### src/common/uart_cmd_pkg.sv
package uart_cmd_pkg;

  localparam int CMD_WIDTH        = 16;
  localparam int DATA_WIDTH       = 8;
  localparam int CLKS_PER_BIT     = 16;
  localparam int BIT_CNT_W        = $clog2(CLKS_PER_BIT);
  localparam int BIT_IDX_W        = $clog2(DATA_WIDTH);
  localparam int GAP_BITS         = 4;
  localparam int RSP_TIMEOUT_BITS = 64;

  localparam int GAP_CYCLES         = GAP_BITS * CLKS_PER_BIT;
  localparam int GAP_CNT_W          = $clog2(GAP_CYCLES);
  localparam int RSP_TIMEOUT_CYCLES = RSP_TIMEOUT_BITS * CLKS_PER_BIT;
  localparam int TMO_CNT_W          = $clog2(RSP_TIMEOUT_CYCLES);

  // last count of a bit period and of a half period.
  localparam logic [BIT_CNT_W-1:0] BIT_LAST  = BIT_CNT_W'(CLKS_PER_BIT - 1);
  localparam logic [BIT_CNT_W-1:0] HALF_LAST = BIT_CNT_W'(CLKS_PER_BIT / 2 - 1);
  localparam logic [BIT_IDX_W-1:0] IDX_LAST  = BIT_IDX_W'(DATA_WIDTH - 1);

  // the gap ends early by the two cycles it takes to launch the next frame.
  localparam logic [GAP_CNT_W-1:0] GAP_LAST = GAP_CNT_W'(GAP_CYCLES - 3);
  localparam logic [TMO_CNT_W-1:0] TMO_LAST = TMO_CNT_W'(RSP_TIMEOUT_CYCLES - 1);

  typedef enum logic {
    OP_READ  = 1'b0,
    OP_WRITE = 1'b1
  } cmd_op_e;

  typedef enum logic [2:0] {
    S_IDLE,
    S_SEND_HI,
    S_GAP,
    S_SEND_LO,
    S_WAIT_RSP,
    S_DONE
  } ctrl_state_e;

  typedef enum logic [2:0] {TX_IDLE, TX_START, TX_DATA, TX_PARITY, TX_STOP} tx_state_e;

  typedef enum logic [2:0] {RX_IDLE, RX_START, RX_DATA, RX_PARITY, RX_STOP} rx_state_e;

endpackage

### src/uart/uart_tx.sv
module uart_tx import uart_cmd_pkg::*; (
  input  logic                  clk,
  input  logic                  rst_n,
  input  logic                  tx_start,
  input  logic [DATA_WIDTH-1:0] tx_byte,
  output logic                  tx,
  output logic                  tx_busy,
  output logic                  tx_done
);

  tx_state_e             state;
  logic [BIT_CNT_W-1:0]  bit_cnt;
  logic [BIT_IDX_W-1:0]  bit_idx;
  logic [DATA_WIDTH-1:0] data_q;
  logic                  parity_q;
  logic                  bit_end;

  assign bit_end = (bit_cnt == BIT_LAST);
  assign tx_busy = (state != TX_IDLE);
  assign tx_done = (state == TX_STOP) && bit_end;

  // byte shifts right once per data bit, so data_q[0] is always the current bit.
  always_ff @(posedge clk)
  begin
    if (state == TX_IDLE && tx_start)
    begin
      data_q   <= tx_byte;
      parity_q <= ~^tx_byte;
    end
    else if (state == TX_DATA && bit_end)
    begin
      data_q <= data_q >> 1;
    end
  end

  always_ff @(posedge clk or negedge rst_n)
  begin
    if (!rst_n)
    begin
      state   <= TX_IDLE;
      bit_cnt <= '0;
      bit_idx <= '0;
      tx      <= 1'b1;
    end
    else if (state == TX_IDLE)
    begin
      if (tx_start)
      begin
        state   <= TX_START;
        bit_cnt <= '0;
        tx      <= 1'b0;
      end
    end
    else if (!bit_end)
    begin
      bit_cnt <= bit_cnt + 1'b1;
    end
    else
    begin
      bit_cnt <= '0;
      case (state)
        TX_START:
        begin
          state   <= TX_DATA;
          bit_idx <= '0;
          tx      <= data_q[0];
        end
        TX_DATA:
        begin
          if (bit_idx == IDX_LAST)
          begin
            state <= TX_PARITY;
            tx    <= parity_q;
          end
          else
          begin
            bit_idx <= bit_idx + 1'b1;
            tx      <= data_q[1];
          end
        end
        TX_PARITY:
        begin
          state <= TX_STOP;
          tx    <= 1'b1;
        end
        default:
        begin
          state <= TX_IDLE;
        end
      endcase
    end
  end

endmodule

### src/uart/uart_rx.sv
module uart_rx import uart_cmd_pkg::*; (
  input  logic                  clk,
  input  logic                  rst_n,
  input  logic                  rx_en,
  input  logic                  rx,
  output logic                  rx_started,
  output logic                  rx_valid,
  output logic [DATA_WIDTH-1:0] rx_byte,
  output logic                  rx_err
);

  rx_state_e             state;
  logic                  rx_meta;
  logic                  rx_sync;
  logic                  rx_prev;
  logic [BIT_CNT_W-1:0]  bit_cnt;
  logic [BIT_IDX_W-1:0]  bit_idx;
  logic [DATA_WIDTH-1:0] shreg;
  logic                  par_bit;

  always_ff @(posedge clk or negedge rst_n)
  begin
    if (!rst_n)
    begin
      rx_meta <= 1'b1;
      rx_sync <= 1'b1;
      rx_prev <= 1'b1;
    end
    else
    begin
      rx_meta <= rx;
      rx_sync <= rx_meta;
      rx_prev <= rx_sync;
    end
  end

  // data and parity are sampled at mid-bit.
  always_ff @(posedge clk)
  begin
    if (state == RX_DATA && bit_cnt == BIT_LAST)
    begin
      shreg <= {rx_sync, shreg[DATA_WIDTH-1:1]};
    end
    if (state == RX_PARITY && bit_cnt == BIT_LAST)
    begin
      par_bit <= rx_sync;
    end
    if (state == RX_STOP && bit_cnt == BIT_LAST)
    begin
      rx_byte <= shreg;
    end
  end

  always_ff @(posedge clk or negedge rst_n)
  begin
    if (!rst_n)
    begin
      state      <= RX_IDLE;
      bit_cnt    <= '0;
      bit_idx    <= '0;
      rx_started <= 1'b0;
      rx_valid   <= 1'b0;
      rx_err     <= 1'b0;
    end
    else
    begin
      rx_started <= 1'b0;
      rx_valid   <= 1'b0;
      if (!rx_en)
      begin
        state <= RX_IDLE;
      end
      else
      begin
        case (state)
          RX_IDLE:
          begin
            if (rx_prev && !rx_sync)
            begin
              state   <= RX_START;
              bit_cnt <= '0;
            end
          end
          RX_START:
          begin
            if (bit_cnt == HALF_LAST)
            begin
              bit_cnt <= '0;
              bit_idx <= '0;
              // a glitch that is gone by mid-bit is not a start.
              if (!rx_sync)
              begin
                state      <= RX_DATA;
                rx_started <= 1'b1;
              end
              else
              begin
                state <= RX_IDLE;
              end
            end
            else
            begin
              bit_cnt <= bit_cnt + 1'b1;
            end
          end
          default:
          begin
            if (bit_cnt != BIT_LAST)
            begin
              bit_cnt <= bit_cnt + 1'b1;
            end
            else
            begin
              bit_cnt <= '0;
              case (state)
                RX_DATA:
                begin
                  if (bit_idx == IDX_LAST)
                  begin
                    state <= RX_PARITY;
                  end
                  bit_idx <= bit_idx + 1'b1;
                end
                RX_PARITY:
                begin
                  state <= RX_STOP;
                end
                default:
                begin
                  state    <= RX_IDLE;
                  rx_valid <= 1'b1;
                  // needs odd parity over data and parity bit and a high stop bit.
                  rx_err   <= ~(^{shreg, par_bit}) | ~rx_sync;
                end
              endcase
            end
          end
        endcase
      end
    end
  end

endmodule

### src/hdl/uart_cmd_ctrl.sv
module uart_cmd_ctrl import uart_cmd_pkg::*; (
  input  logic                  clk,
  input  logic                  rst_n,
  input  logic [CMD_WIDTH-1:0]  cmd_in,
  input  logic                  cmd_vld,
  output logic                  cmd_rdy,
  output logic                  tx_start,
  output logic [DATA_WIDTH-1:0] tx_byte,
  input  logic                  tx_busy,
  input  logic                  tx_done,
  output logic                  rx_en,
  input  logic                  rx_started,
  input  logic                  rx_valid,
  input  logic [DATA_WIDTH-1:0] rx_byte,
  input  logic                  rx_err,
  output logic [DATA_WIDTH-1:0] read_data,
  output logic                  read_rdy,
  output logic                  read_err
);

  ctrl_state_e          state;
  logic [CMD_WIDTH-1:0] cmd_q;
  cmd_op_e              op;
  logic                 issued;
  logic                 got_start;
  logic [GAP_CNT_W-1:0] gap_cnt;
  logic [TMO_CNT_W-1:0] tmo_cnt;
  logic                 rsp_timeout;

  assign op      = cmd_op_e'(cmd_q[CMD_WIDTH-1]);
  assign cmd_rdy = (state == S_IDLE);
  assign rx_en   = (state == S_WAIT_RSP);
  assign tx_byte = (state == S_SEND_HI) ? cmd_q[CMD_WIDTH-1 -: DATA_WIDTH]
                                        : cmd_q[DATA_WIDTH-1:0];

  // timeout only counts until the remote side has begun its answer.
  assign rsp_timeout = (state == S_WAIT_RSP) && !got_start && !rx_started &&
                       (tmo_cnt == TMO_LAST);

  always_ff @(posedge clk)
  begin
    if (cmd_vld && cmd_rdy)
    begin
      cmd_q <= cmd_in;
    end
    if (state == S_WAIT_RSP && rx_valid)
    begin
      read_data <= rx_byte;
    end
    else if (rsp_timeout)
    begin
      read_data <= '0;
    end
  end

  always_ff @(posedge clk or negedge rst_n)
  begin
    if (!rst_n)
    begin
      state     <= S_IDLE;
      tx_start  <= 1'b0;
      issued    <= 1'b0;
      got_start <= 1'b0;
      gap_cnt   <= '0;
      tmo_cnt   <= '0;
      read_rdy  <= 1'b0;
      read_err  <= 1'b0;
    end
    else
    begin
      tx_start <= 1'b0;
      read_rdy <= 1'b0;
      case (state)
        S_IDLE:
        begin
          if (cmd_vld)
          begin
            state <= S_SEND_HI;
          end
        end
        S_SEND_HI, S_SEND_LO:
        begin
          // one launch per frame, then wait for the stop bit to finish.
          if (!issued && !tx_busy)
          begin
            tx_start <= 1'b1;
            issued   <= 1'b1;
          end
          if (tx_done)
          begin
            issued <= 1'b0;
            if (state == S_SEND_HI)
            begin
              state   <= S_GAP;
              gap_cnt <= '0;
            end
            else if (op == OP_WRITE)
            begin
              state <= S_DONE;
            end
            else
            begin
              state     <= S_WAIT_RSP;
              tmo_cnt   <= '0;
              got_start <= 1'b0;
            end
          end
        end
        S_GAP:
        begin
          if (gap_cnt == GAP_LAST)
          begin
            state <= S_SEND_LO;
          end
          else
          begin
            gap_cnt <= gap_cnt + 1'b1;
          end
        end
        S_WAIT_RSP:
        begin
          if (rx_valid)
          begin
            state    <= S_DONE;
            read_rdy <= 1'b1;
            read_err <= rx_err;
          end
          else if (rsp_timeout)
          begin
            state    <= S_DONE;
            read_rdy <= 1'b1;
            read_err <= 1'b1;
          end
          else if (rx_started)
          begin
            got_start <= 1'b1;
          end
          else if (!got_start)
          begin
            tmo_cnt <= tmo_cnt + 1'b1;
          end
        end
        default:
        begin
          state <= S_IDLE;
        end
      endcase
    end
  end

endmodule

### src/hdl/uart_cmd_top.sv
module uart_cmd_top import uart_cmd_pkg::*; (
  input  logic                  clk,
  input  logic                  rst_n,
  input  logic [CMD_WIDTH-1:0]  cmd_in,
  input  logic                  cmd_vld,
  output logic                  cmd_rdy,
  input  logic                  rx,
  output logic                  tx,
  output logic [DATA_WIDTH-1:0] read_data,
  output logic                  read_rdy,
  output logic                  read_err
);

  logic                  tx_start;
  logic [DATA_WIDTH-1:0] tx_byte;
  logic                  tx_busy;
  logic                  tx_done;
  logic                  rx_en;
  logic                  rx_started;
  logic                  rx_valid;
  logic [DATA_WIDTH-1:0] rx_byte;
  logic                  rx_err;

  uart_cmd_ctrl ctrl_i (
    .clk        (clk),
    .rst_n      (rst_n),
    .cmd_in     (cmd_in),
    .cmd_vld    (cmd_vld),
    .cmd_rdy    (cmd_rdy),
    .tx_start   (tx_start),
    .tx_byte    (tx_byte),
    .tx_busy    (tx_busy),
    .tx_done    (tx_done),
    .rx_en      (rx_en),
    .rx_started (rx_started),
    .rx_valid   (rx_valid),
    .rx_byte    (rx_byte),
    .rx_err     (rx_err),
    .read_data  (read_data),
    .read_rdy   (read_rdy),
    .read_err   (read_err)
  );

  uart_tx tx_i (
    .clk      (clk),
    .rst_n    (rst_n),
    .tx_start (tx_start),
    .tx_byte  (tx_byte),
    .tx       (tx),
    .tx_busy  (tx_busy),
    .tx_done  (tx_done)
  );

  uart_rx rx_i (
    .clk        (clk),
    .rst_n      (rst_n),
    .rx_en      (rx_en),
    .rx         (rx),
    .rx_started (rx_started),
    .rx_valid   (rx_valid),
    .rx_byte    (rx_byte),
    .rx_err     (rx_err)
  );

endmodule

### config.mk
export PLATFORM = sky130hd
export DESIGN_NAME = uart_cmd_top
export DESIGN_NICKNAME = d
export VERILOG_FILES = /design/src/common/uart_cmd_pkg.sv /design/src/uart/uart_tx.sv /design/src/uart/uart_rx.sv /design/src/hdl/uart_cmd_ctrl.sv /design/src/hdl/uart_cmd_top.sv
export SDC_FILE = /design/constraint.sdc
export NUM_CORES = 1
export LEC_CHECK = 0
export BUFFER_PORTS_ARGS = -buffer_cell sky130_fd_sc_hd__buf_4
export CORE_MARGIN = 5
export CORE_UTILIZATION = 54
export DETAILED_ROUTE_END_ITERATION = 12
export PLACE_DENSITY = 0.86
export SLEW_MARGIN = 10
export SYNTH_ARGS = -nofsm -noshare
export SYNTH_HDL_FRONTEND = slang
export SYNTH_SLANG_ARGS = --single-unit
### constraint.sdc
create_clock -name clk -period 2.05 [get_ports clk]
set_input_delay 0 -clock clk [delete_from_list [all_inputs] [get_ports clk]]
set_output_delay 0 -clock clk [all_outputs]
set_load 0.02 [all_outputs]
# Word-level counts from Yosys, hierarchy flattened
# Index checks and enable logic that the tools add are counted.
[totals] ff_bits=101 output_inout_bits=12
[classes] reduce_logical=50 addsub=6 eq_ne=43 bitwise=8 muxes=80
[op_table] op="$mux 10" count=7
[op_table] op="$mux 3" count=19
[op_table] op="$mux 8" count=5
[op_table] op="$mux 1" count=28
[op_table] op="$mux 4" count=6
[op_table] op="$ne 2x2->1 const B" count=12
[op_table] op="$pmux 3 s2" count=4
[op_table] op="$pmux 10 s2" count=1
[op_table] op="$reduce_and 4->1" count=5
[op_table] op="$eq 3x2->1 const B" count=6
[op_table] op="$mux 6" count=3
[op_table] op="$reduce_bool 2->1" count=9
[op_table] op="$eq 3x3->1 const B" count=5
[op_table] op="$logic_and 1x1->1" count=13
[op_table] op="$ne 3x3->1 const B" count=4
[op_table] op="$pmux 3 s4" count=1
[op_table] op="$pmux 6 s2" count=1
[op_table] op="$add 10x1->10 const B" count=1
[op_table] op="$eq 10x10->1 const B" count=1
[op_table] op="$ne 2x1->1 const B" count=5
[op_table] op="$eq 3x1->1 const B" count=3
[op_table] op="$logic_not 3->1" count=3
[op_table] op="$pmux 3 s3" count=1
[op_table] op="$reduce_xor 9->1" count=1
[op_table] op="24 further kinds" count=43

# Logic depth before layout (Yosys ltp)
# Gate-level depths: netlist (run 1).
[depth] ltp_word=7 depth_mapped=6 mapped_depth_nobuf=6

# Cells and area by module
# Synthesis (run 1) repeated with hierarchy kept, for this count alone.
[unflattened] cells_unflattened=367 hier_area_um2=4717.0
[modules_own_cells] module="uart_cmd_ctrl" instances=1 cells_each=186 area_per_inst_um2=2239.6
[modules_own_cells] module="uart_rx" instances=1 cells_each=94 area_per_inst_um2=1400.1
[modules_own_cells] module="uart_tx" instances=1 cells_each=87 area_per_inst_um2=1077.3

# Worst setup path after synthesis (run 1)
# No wires, ideal clock.
[synth_path] path_type="reg2reg" from="register ctrl_i.state[1]" to="register ctrl_i.cmd_q[0] (enable)" setup_slack_ps=0 arrival_time_ps=1677 stages_incl_launch_ff=4 required_ps=1676 path_buffers=1 path_cell_list="dfrtp_1 buf_2 nor3_1 and2_1"
[synth_between] elab_chain_cells=2
[synth_lines] element="start: declaration" line="uart_cmd_ctrl.sv:21" source="ctrl_state_e state;"
[synth_lines] element="start signal: assignment" line="uart_cmd_ctrl.sv:60" source="state <= S_IDLE;"
[synth_lines] element="start signal: assignment" line="uart_cmd_ctrl.sv:78" source="state <= S_SEND_HI;"
[synth_lines] element="start signal: assignment" line="uart_cmd_ctrl.sv:94" source="state <= S_GAP;"
[synth_lines] element="$logic_not 3->1" line="uart_cmd_ctrl.sv:31" source="assign cmd_rdy = (state == S_IDLE);"
[synth_lines] element="net cmd_rdy" line="uart_cmd_top.sv:6" source="output logic cmd_rdy,"
[synth_lines] element="$logic_and 1x1->1" line="uart_cmd_ctrl.sv:42" source="if (cmd_vld && cmd_rdy)"
[synth_lines] element="end signal: assignment" line="uart_cmd_ctrl.sv:44" source="cmd_q <= cmd_in;"
[synth_lines] element="end: declaration" line="uart_cmd_ctrl.sv:22" source="logic [CMD_WIDTH-1:0] cmd_q;"
# The timed path passes the listed nets, and every way through them passes these cells.
# A chain may end at the register's enable or synchronous reset.

# Worst setup path in the final report (run 1)
[layout_path] from="register tx_i.bit_cnt[0]" to="register tx_i.data_q[6] (enable)"
[layout_between] elab_chain_cells=3
[layout_lines] element="start: declaration" line="uart_tx.sv:12" source="logic [BIT_CNT_W-1:0] bit_cnt;"
[layout_lines] element="start signal: assignment" line="uart_tx.sv:56" source="bit_cnt <= bit_cnt + 1'b1;"
[layout_lines] element="$eq 4x4->1" line="uart_tx.sv:18" source="assign bit_end = (bit_cnt == BIT_LAST);"
[layout_lines] element="$logic_and 1x1->1" line="uart_tx.sv:30" source="else if (state == TX_DATA && bit_end)"
[layout_lines] element="$reduce_bool 2->1 (no line)"
[layout_lines] element="end signal: assignment" line="uart_tx.sv:27" source="data_q <= tx_byte;"
[layout_lines] element="end signal: assignment" line="uart_tx.sv:32" source="data_q <= data_q >> 1;"
[layout_lines] element="end: declaration" line="uart_tx.sv:14" source="logic [DATA_WIDTH-1:0] data_q;"
# No other way between the ends.

==> metrics, run 1 <==
global-route wire length before repair 15510 um; CP Launch Type flip-flop; I/O pin count 32; maximum level of the CTS H-tree 3; grt ovf 0; clock buffers created by TritonCTS 9; final hold violations 0; total detailed-routing wirelength 8787 um; via total after detailed routing roughly 3200; VDD IR max ~0.00037 V; area growth from synthesis to layout 16.28%; Reg2Reg Capture Point tx_i.data_q[6]; final setup violating endpoints 0; Mapped Nets approximately 420; cell count of the worst reg-to-reg path 5; Worst EP required 2.12 ns; initial antenna violation count 0; effective utilization at floorplan 54.99%; cells along the critical path ha_1 -> and3_2 -> nand2_1 -> a211oi_1 -> buf_4; detailed-router iteration count before antenna repair 4; Yosys warnings 0; multiplexer fraction of the synthesized cell area between 3 and 4%; Worst Setup Path Type flip-flop to flip-flop; largest net degree at the start of global routing 52; worst setup slack for register-to-register paths a little under 0.2 ns; post-route fraction of the period consumed by the critical path 90.45%; static power due to leakage ~0.0023 uW; final routed DRC violation total 0; die boundary height 104.0 um; Site Rows 34; largest stage delay on the critical path between 0.4 and 0.5 ns; minimum setup slack in the final design 0.1959 ns; HPWL reported at the end of detailed placement 5938 um; placer congestion estimate 0.8293; cell area after synthesis about 4800 um^2; critical path buffer and inverter count 1; CP Capture Point tx_i.data_q[6]; clock tree from TritonCTS built; Post-layout nets 481; critical path launch point tx_i.bit_cnt[0]; share of the synthesized area in compound gates (AO/OA/AOI/OAI) 10.83%; Primary FF master, synth edfxtp_1; Peak Freq approximately 0.54 GHz; data arrival time of the critical path 1.92 ns; family with the most delay on the worst path flip-flops; Total GRT Usage 17.13%; core outline area 8678 um^2; number of routed nets with antenna violations 0; Iteration-0 DRC Markers 152; number of synthesized register bits around 100; root buf cell clkbuf_8; power share of the combinational group a little under an eighth; arithmetic-cell share of the synthesized area counting full adders, half adders and majority gates 2.360%; synthesized instance count between 300 and 400; # Post-CTS Setup Buffers 0; Post-Synth XOR/XNOR Area 5.060%; Avg Vias per Cell between 5 and 6; share of final-layout standard cells stronger than drive strength 1 roughly a fifth; Critical Path Slowest Stage Cell dfrtp_1; share of the core filled with cells 63.94%; Avg Cell Area, Syn around 12 um^2; transition time at the pin with the least slew margin 0.6592 ns; worst-case clock buffer depth 2; via count of the first global-routing pass 3290; count of maximum capacitance violations 0; area share of the leading cell type in the synthesized netlist around a third; clock period minus final worst setup slack 1.854 ns; Clk Latency, worst-skew pair 0.36 ns; Fin Setup TNS 0 ns; I/O Buffers 31; combinational family with the most area after synthesis simple AND/OR/NAND/NOR gates; critical register-to-register path startpoint tx_i.bit_cnt[0]; largest clock skew in the final design around 0.015 ns; fraction of power spent switching nets roughly 26%; most area-hungry cell type in the Yosys netlist edfxtp_1; Reg power frac 57.4%; maximum fanout along the worst path 8; largest cells by area after synthesis edfxtp_1, dfrtp_1, xnor2_1; status finished clean; switching power 1041 uW; detail-routed net length per standard cell between 15 and 20 um; die footprint 10820 um^2; unrepaired setup endpoints after global routing no; Hold Path Class input pin to flip-flop; sequential fraction of the synthesis area roughly three fifths; power density normalized to cell area between 700 and 800 nW/um^2; number of slew-limit violations in the final report 0; Clock Power Share 30.7%; post-synth cell types 58; antenna cell count 0; Place WS 0.09009 ns; number of enable flip-flop cells after synthesis 50; cell count along the critical path 5; count of fill cells added during filler insertion 650; Post-Synth Simple-Gate Area 17.09%; Slew Limit Headroom 55.66%; Clock Sink Count 101; Clk pin slew, worst setup/hold paths 0.09 ns; asr flop ratio synth between 50% and 60%; cell-internal power between 3000 and 4000 uW; die width about 100 um; capturing element type of the critical path flip-flop
[power by group through the flow]
stage,Combinational (uW),Clock (uW),Sequential (uW)
after global routing,543,1360,2360
after global placement,432,0,2370
after CTS,484,1270,2340
after floorplan,325,0,2360
after detailed placement,457,0,2380
final,483,1250,2340
[worst reg2reg max path, delay by kind of cell (launching register included)]
kind,cells,cell delay (ns)
flip-flops,1,0.42
AND/OR/NAND/NOR,2,0.40
AO/OA/AOI/OAI,1,0.28
adder cells (fa/ha/maj),1,0.25
buffers and inverters,1,0.23
[area by class of cell]
class	count	area, um^2	share of cell area [%]
flip-flops and latches	101	2783	50.15
repair buffers	65	545.5	9.831
well taps	108	135.1	2.435
multi-input cells	267	1863	33.57
inverters	8	30.03	0.5412
clock buffers	11	131.4	2.368
clock inverters	5	61.31	1.105
[registers in the layout (all words and copies together), names as in the netlist, 3 cells and up]
name / count
ctrl_i.cmd_q: 16
ctrl_i.tmo_cnt: 10
ctrl_i.read_data: 8
rx_i.rx_byte: 8
rx_i.shreg: 8
tx_i.data_q: 8
ctrl_i.gap_cnt: 6
rx_i.bit_cnt: 4
tx_i.bit_cnt: 4
ctrl_i.state: 3
rx_i.bit_idx: 3
rx_i.state: 3
tx_i.bit_idx: 3
tx_i.state: 3
[through the flow]
stage / total power, uW / instance area, um^2 / hold slack, ns / instances
2_1_floorplan: 2681 / 4773 / -0.2956 / 395
3_3_place_gp: 2804 / 5169 / 0.06817 / 531
3_5_place_dp: 2839 / 5169 / 0.07319 / 531
4_1_cts: 4096 / 5542 / 0.05246 / 565
5_1_grt: 4260 / 5549 / 0.1044 / 565
6_report: 4082 / 5549 / 0.06079 / 565
[synthesized netlist by cell type (7+ instances only)]
| cell type | n |
|---|---|
| nand2_1 | 22 |
| a21oi_1 | 18 |
| ha_1 | 9 |
| mux2i_1 | 14 |
| o21ai_0 | 19 |
| nor2_1 | 26 |
| nor2b_1 | 7 |
| and2_1 | 8 |
| and3_1 | 14 |
| edfxtp_1 | 50 |
| nor3_1 | 9 |
| dfrtp_1 | 47 |
| nand3_1 | 12 |
| buf_2 | 13 |
| inv_1 | 8 |
| xnor2_1 | 17 |
| xor2_1 | 8 |
[cells in the final DEF (no fill, tap or decap), types with 2 or more instances in the layout]
cell	Yosys	final
and2_1	8	7
nor4b_4	2	2
mux2i_1	14	14
nand3b_1	6	6
nor4_1	5	4
nand3_1	12	12
mux2_2	2	2
o21a_1	6	6
o2111ai_1	2	2
a2bb2oi_1	2	2
xnor2_1	17	17
nor3b_2	3	4
ha_1	9	9
nand2_1	22	22
dfstp_2	4	4
clkinvlp_4	0	3
nand4_1	6	6
dfrtp_1	47	47
clkbuf_1	2	2
nand2b_1	2	2
o31ai_1	5	5
or3_1	2	2
nor2b_1	7	7
o21ai_0	19	19
a31oi_1	3	3
a21o_1	5	5
and3_1	14	13
clkbuf_8	0	9
xor2_1	8	8
edfxtp_1	50	50
inv_1	8	8
nor3_1	9	9
buf_4	2	46
or3b_2	3	3
a21oi_1	18	18
a22o_1	6	6
dlygate4sd3_1	0	18
or2_2	2	2
nor3b_1	3	2
nor2_1	26	26
[worst min-delay path by stage]
stage            start                 to  cells past startpoint  slack [ns]
6_report       cmd_vld    ctrl_i.state[0]                      4        0.06
2_1_floorplan    rst_n  ctrl_i.gap_cnt[0]                      0       -0.30
4_1_cts        cmd_vld    ctrl_i.state[0]                      4        0.05
3_5_place_dp     rst_n  ctrl_i.gap_cnt[0]                      1        0.07
3_3_place_gp     rst_n  ctrl_i.gap_cnt[4]                      1        0.07
5_1_grt        cmd_vld    ctrl_i.state[0]                      4        0.10
[kinds of logic after synthesis]
kind of cell	after synthesis
and+or+nand+nor	139
DFF	101
AOI/OAI and AO/OA	77
buffers and inverters	27
xor gates and xnor gates	26
muxes	16
adders and majority gates	9
[layer usage]
metal	vias up	track usage [%]	wire, um
li1	1561	-	-
met1	1594	22.83	3990
met2	54	28.32	4468
met3	8	2.235	209
met4	0	7.031	118
met5	-	0	0
[repair_timing]
item,4_1_cts,5_1_grt
endpoints found under the setup margin,0,17
hold buffers,18,0
endpoints found under the hold margin,64,0
resized for setup,0,2
No activity file was read; power rests on OpenSTA's default activity.
==> run 2, diff against run 1 <==
- BUFFER_PORTS_ARGS: -buffer_cell sky130_fd_sc_hd__buf_4 -> default
- CORE_UTILIZATION: 54 -> 57
- DONT_BUFFER_PORTS: default -> 1
==> run 2 against run 1 <==
Non-clock buffer count is 27 lower. Combinational power shrank 9.5%. Register-to-register slack worse by 0.06 ns. Clock skew fell by 0.0068 ns. Highest routed layer unchanged. Largest cell class unchanged. Sequential cell count unchanged. Wire length rose by 0.56%. Worst setup slack lost 0.055 ns. Sequential share of layout area grew 1.5 points. Largest power group unchanged. Via count is 4.1% lower.
==> metrics, run 2 (synthesis gave the netlist of run 1 again) <==
HPWL reported at the end of detailed placement 5914 um (-0.40%); minimum setup slack in the final design 0.1407 ns (-0.05521 ns); Clk Latency, worst-skew pair 0.36 ns (about the same); number of routed nets with antenna violations 0 (unchanged); Avg Vias per Cell 5.766 (+1.3%); Clk pin slew, worst setup/hold paths 0.10 ns (about the same); clock tree from TritonCTS built; final hold violations 0 (unchanged); data arrival time of the critical path 2.17 ns (+0.25 ns); largest clock skew in the final design 0.007793 ns (-0.006812 ns); clock buffers created by TritonCTS 9 (unchanged); root buf cell clkbuf_8; effective utilization at floorplan 58.37% (+3.4 points); final routed DRC violation total 0 (unchanged); area growth from synthesis to layout 12.98%; die footprint 10300 um^2 (-4.8%); registers with the most flip-flops ctrl_i.cmd_q (16), ctrl_i.tmo_cnt (10); worst-case clock buffer depth 2 (unchanged); number of slew-limit violations in the final report 0 (unchanged); I/O Buffers 0 (-100%); most common cell after layout, fill and taps aside edfxtp_1; maximum fanout along the worst path 11 (+3); detailed-router iteration count before antenna repair 5 (+1); Worst Setup Path Type flip-flop to flip-flop; via count of the first global-routing pass 3134 (-4.7%); total detailed-routing wirelength 8836 um (+0.56%); Worst EP required 2.31 ns (+0.19 ns); # Post-CTS Setup Buffers 0 (unchanged); Peak Freq 0.5237 GHz (-2.9%); grt ovf 0 (unchanged); Slew Limit Headroom 56.33% (+0.67 points); detail-routed net length per standard cell 16.52 um (+6.2%); most frequent cells in the layout edfxtp_1, dfrtp_1, nor2_1; antenna cell count 0 (unchanged); die width 101.5 um (-2.4%); cells along the critical path ha_1 -> and3_1 -> nand4_1 -> buf_4 -> and2_1 -> o32ai_1; number of flip-flops in the largest register 16 (unchanged); status finished clean; via total after detailed routing 3085 (-4.1%); CP Launch Type flip-flop; static power due to leakage 0.002174 uW (-3.9%); I/O pin count 32 (unchanged); Hold Path Class input pin to flip-flop; initial antenna violation count 0 (unchanged); Fin Setup TNS 0 ns (unchanged); clock period minus final worst setup slack 1.909 ns (+0.05522 ns); Total GRT Usage 18.77% (+1.6 points); die boundary height 101.5 um (-2.4%); share of final-layout standard cells stronger than drive strength 1 13.02% (-5.8 points); placer congestion estimate 0.8576 (+3.4%); final setup violating endpoints 0 (unchanged); largest stage delay on the critical path 0.42 ns (about the same); Clock Sink Count 101 (unchanged); global-route wire length before repair 15100 um (-2.6%); Iteration-0 DRC Markers 234 (+54%); unrepaired setup endpoints after global routing no; transition time at the pin with the least slew margin 0.6492 ns (-0.009960 ns); VDD IR max 0.0005256 V (+43%); power density normalized to cell area 791.4 nW/um^2 (+7.6%); capturing element type of the critical path flip-flop; Post-layout nets 454 (-5.6%); count of maximum capacitance violations 0 (unchanged); worst setup slack for register-to-register paths 0.14 ns (-0.06 ns); maximum level of the CTS H-tree 3 (unchanged); Critical Path Slowest Stage Cell dfrtp_1; Place WS 0.2010 ns (+0.1109 ns); Site Rows 33 (-2.9%); post-route fraction of the period consumed by the critical path 93.14% (+2.7 points); core outline area 8175 um^2 (-5.8%); largest net degree at the start of global routing 52 (unchanged); register with the highest flop count ctrl_i.cmd_q
==> run 2: cell types whose count changed in the layout (fill, tap and decap cells not counted), sizes merged <==
cell / change
clkbuf: -1
dlygate4sd3: +1
clkinvlp: -3
bufinv: +2
buf: -28
clkinv: +2
==> run 2: what timing repair did <==
item / CTS / global route
hold buffers: 20 / 0
setup endpoints to repair: 0 / 0
resized for setup: 0 / 0
hold endpoints to repair: 69 / 0
==> run 2: path summary, 6_finish.rpt <==
check,to,start,cells after the start
worst min register to register,rx_i.rx_sync,rx_i.rx_meta,0
max in group asynchronous,rx_i.rx_meta,rst_n,2
worst min-delay path,ctrl_i.cmd_q[0],cmd_vld,1
min in group asynchronous,rx_i.state[0],rst_n,2
worst max register to register,ctrl_i.tmo_cnt[7],tx_i.bit_cnt[0],6
worst max-delay path,ctrl_i.tmo_cnt[7],tx_i.bit_cnt[0],6
==> run 2: through the flow <==
step	power [uW]	instance area, um^2	hold WS [ns]	std cells	utilization (%)
6_report	4267	5391	0.1386	535	65.95
5_1_grt	4477	5391	0.1300	535	65.95
4_1_cts	4283	5391	0.1410	535	65.95
3_5_place_dp	2768	4935	-0.2937	499	60.36
3_3_place_gp	2744	4935	-0.2919	499	60.36
2_1_floorplan	2681	4773	-0.2956	395	-
==> run 2: worst max-delay path, delay by kind of cell, from the launching register on <==
family,cells,cell delay [ns]
AND/OR/NAND/NOR,3,0.66
adder cells (fa/ha/maj),1,0.25
AO/OA/AOI/OAI,1,0.27
flip-flops,1,0.42
buffers and inverters,1,0.20
==> run 2: power by group <==
part           switching [uW]  internal, uW
registers                 114          2240
logic                     231           206
clock network             664           812
==> run 2: final cells by class <==
type,instances,area [um^2]
inverters,8,30.03
fillers,566,2784
clock buffers,10,127.6
repair buffers,38,352.8
flip-flops and latches,101,2783
multi-input cells,267,1856
well taps,105,131.4
clock inverters,6,111.4
==> run 2: metal layers <==
layer	routed length (um)	track usage, %	vias up
met2	4537	31.14	71
li1	-	-	1509
met5	0	0	-
met1	3812	24.97	1490
met3	306	3.375	15
met4	179	6.646	0
==> run 3, diff against run 2 <==
- PLACE_DENSITY: 0.86 -> default
- PLACE_DENSITY_LB_ADDON: default -> 0.12
==> run 3 against run 2 <==
Die area unchanged. Wire length shrank 3.0%. Worst setup slack gained 0.028 ns. Via count shrank 0.26%. Non-clock buffer count rose by 2. Sequential cell count stayed put. Sequential share of layout area increased by 0.31 points. Count of clock-buffer cells in the layout decreased by 1. Register-to-register slack better by 0.03 ns. Global-route usage down 0.65 points. Worst hold slack worse by 0.016 ns. Final area shrank 0.60%. Highest routed layer unchanged.
==> metrics, run 3 (synthesis gave the netlist of run 1 again) <==
HPWL reported at the end of detailed placement 5818 um (-1.6%); transition time at the pin with the least slew margin 0.6819 ns (+0.03271 ns); die width 101.5 um (unchanged); final setup violating endpoints 0 (unchanged); via count of the first global-routing pass 3018 (-3.7%); Slew Limit Headroom 54.13% (-2.2 points); final routed DRC violation total 0 (unchanged); Site Rows 33 (unchanged); Fin Setup TNS 0 ns (unchanged); most frequent cells in the layout edfxtp_1, dfrtp_1, nor2_1; maximum level of the CTS H-tree 3 (unchanged); worst-case clock buffer depth 2 (unchanged); share of final-layout standard cells stronger than drive strength 1 13.89% (+0.87 points); effective utilization at floorplan 58.37% (unchanged); Worst Setup Path Type flip-flop to flip-flop; grt ovf 0 (unchanged); final hold violations 0 (unchanged); antenna cell count 0 (unchanged); cells along the critical path ha_1 -> nand3_2 -> nor4_1 -> o21a_1; registers with the most flip-flops ctrl_i.cmd_q (16), ctrl_i.tmo_cnt (10); detailed-router iteration count before antenna repair 4 (-1); Reg power frac 58.6% (+3.4 points); register with the highest flop count ctrl_i.cmd_q; power density normalized to cell area 745.4 nW/um^2 (-5.8%); # Post-CTS Setup Buffers 0 (unchanged); clock period minus final worst setup slack 1.882 ns (-0.02755 ns); Peak Freq 0.5314 GHz (+1.5%); maximum fanout along the worst path 8 (-3); cell depth of the worst hold path 1 (unchanged); via total after detailed routing 3077 (-0.26%); detail-routed net length per standard cell 15.96 um (-3.4%); core outline area 8175 um^2 (unchanged); count of maximum capacitance violations 0 (unchanged); Clk Latency, worst-skew pair 0.36 ns (about the same); minimum setup slack in the final design 0.1682 ns (+0.02755 ns); largest clock skew in the final design 0.01163 ns (+0.003837 ns); post-route fraction of the period consumed by the critical path 91.79% (-1.3 points); I/O pin count 32 (unchanged); global-route wire length before repair 14690 um (-2.7%); Avg Vias per Cell 5.730 (-0.63%); clock tree from TritonCTS built; capturing element type of the critical path flip-flop; post-layout instance count excluding filler cells 537 (+0.37%); root buf cell clkbuf_8; VDD IR max 0.0004787 V (-8.9%); area growth from synthesis to layout 12.30%; largest stage delay on the critical path 0.44 ns (+0.02 ns); number of slew-limit violations in the final report 0 (unchanged); data arrival time of the critical path 1.91 ns (-0.26 ns); largest net degree at the start of global routing 52 (unchanged); hold_ws 0.1226 ns (-0.01606 ns); I/O Buffers 0 (unchanged); initial antenna violation count 0 (unchanged); Iteration-0 DRC Markers 100 (-57%); fraction of power spent switching nets 26.71% (+3.0 points); Total GRT Usage 18.12% (-0.65 points); cell count of the worst reg-to-reg path 4 (-2); clock buffers created by TritonCTS 9 (unchanged); Hold Path Class input pin to flip-flop; Worst EP required 2.08 ns (-0.23 ns); cell total after placement 501 (+0.40%); static power due to leakage 0.002161 uW (-0.56%); Critical Path Slowest Stage Cell nor4_1; Place WS 0.1800 ns (-0.02100 ns); CP Launch Type flip-flop; die boundary height 101.5 um (unchanged); count of fill cells added during filler insertion 623 (+10%); Clock Sink Count 101 (unchanged); status finished clean; unrepaired setup endpoints after global routing no; switching power 1067 uW (+5.7%); total detailed-routing wirelength 8568 um (-3.0%); number of flip-flops in the largest register 16 (unchanged); power share of the combinational group 11.5% (+1.3 points); die footprint 10300 um^2 (unchanged); cell-internal power 2927 uW (-10%); Clock Power Share 29.9% (-4.7 points); Clk pin slew, worst setup/hold paths 0.10 ns (about the same); placer congestion estimate 0.8059 (-6.0%); number of routed nets with antenna violations 0 (unchanged); most common cell after layout, fill and taps aside edfxtp_1; Post-layout nets 456 (+0.44%)
## run 3: layout make-up
| type | instances | area (um^2) | share of cell area (%) |
|---|---|---|---|
| Timing Repair Buffer | 40 | 367.9 | 6.864 |
| Clock inverter | 7 | 66.31 | 1.237 |
| Clock buffer | 9 | 123.9 | 2.311 |
| Sequential cell | 101 | 2783 | 51.93 |
| Tap cell | 105 | 131.4 | 2.452 |
| Inverter | 8 | 30.03 | 0.5604 |
| Multi-Input combinational cell | 267 | 1857 | 34.65 |
## run 3: path summary, 6_finish.rpt
| kind | start | slack [ns] | endpoint |
|---|---|---|---|
| min in group asynchronous | rst_n | 0.14 | tx_i.state[2] |
| worst max register to register | ctrl_i.tmo_cnt[1] | 0.17 | ctrl_i.read_data[3] |
| worst min register to register | rx_i.rx_meta | 0.36 | rx_i.rx_sync |
| max in group asynchronous | rst_n | 1.60 | rx_i.rx_prev |
| worst min-delay path | cmd_vld | 0.12 | ctrl_i.cmd_q[1] |
| worst max-delay path | ctrl_i.tmo_cnt[1] | 0.17 | ctrl_i.read_data[3] |
## run 3: repair_timing
item	CTS	global route
hold buffers	20	0
gates resized for setup	0	1
endpoints found under the setup margin	0	1
endpoints found under the hold margin	69	0
## run 3: critical path, delay by kind of cell, from the launching register on
family / cells / cell delay [ns]
compound gates: 1 / 0.39
fa+ha+maj: 1 / 0.22
flops: 1 / 0.40
simple gates: 2 / 0.55
## run 3: power by group through the flow
stage | Combinational (uW) | Clock, uW | Sequential, uW
6_report | 458 | 1200 | 2340
5_1_grt | 521 | 1330 | 2360
4_1_cts | 460 | 1240 | 2340
3_5_place_dp | 406 | 0 | 2380
3_3_place_gp | 393 | 0 | 2370
2_1_floorplan | 325 | 0 | 2360
## run 3: through the flow
step           power, uW  instance area, um^2  util [%]
2_1_floorplan       2681                 4773         -
3_3_place_gp        2766                 4950     60.54
3_5_place_dp        2787                 4950     60.54
4_1_cts             4036                 5358     65.53
5_1_grt             4209                 5359     65.55
6_report            3995                 5359     65.55
## run 3: routing by layer
layer	global-route usage [%]	part of all wire (%)
met1	25.62	47
met2	28.67	49
met3	3.857	3.2
met4	4.908	0.95
met5	0	0
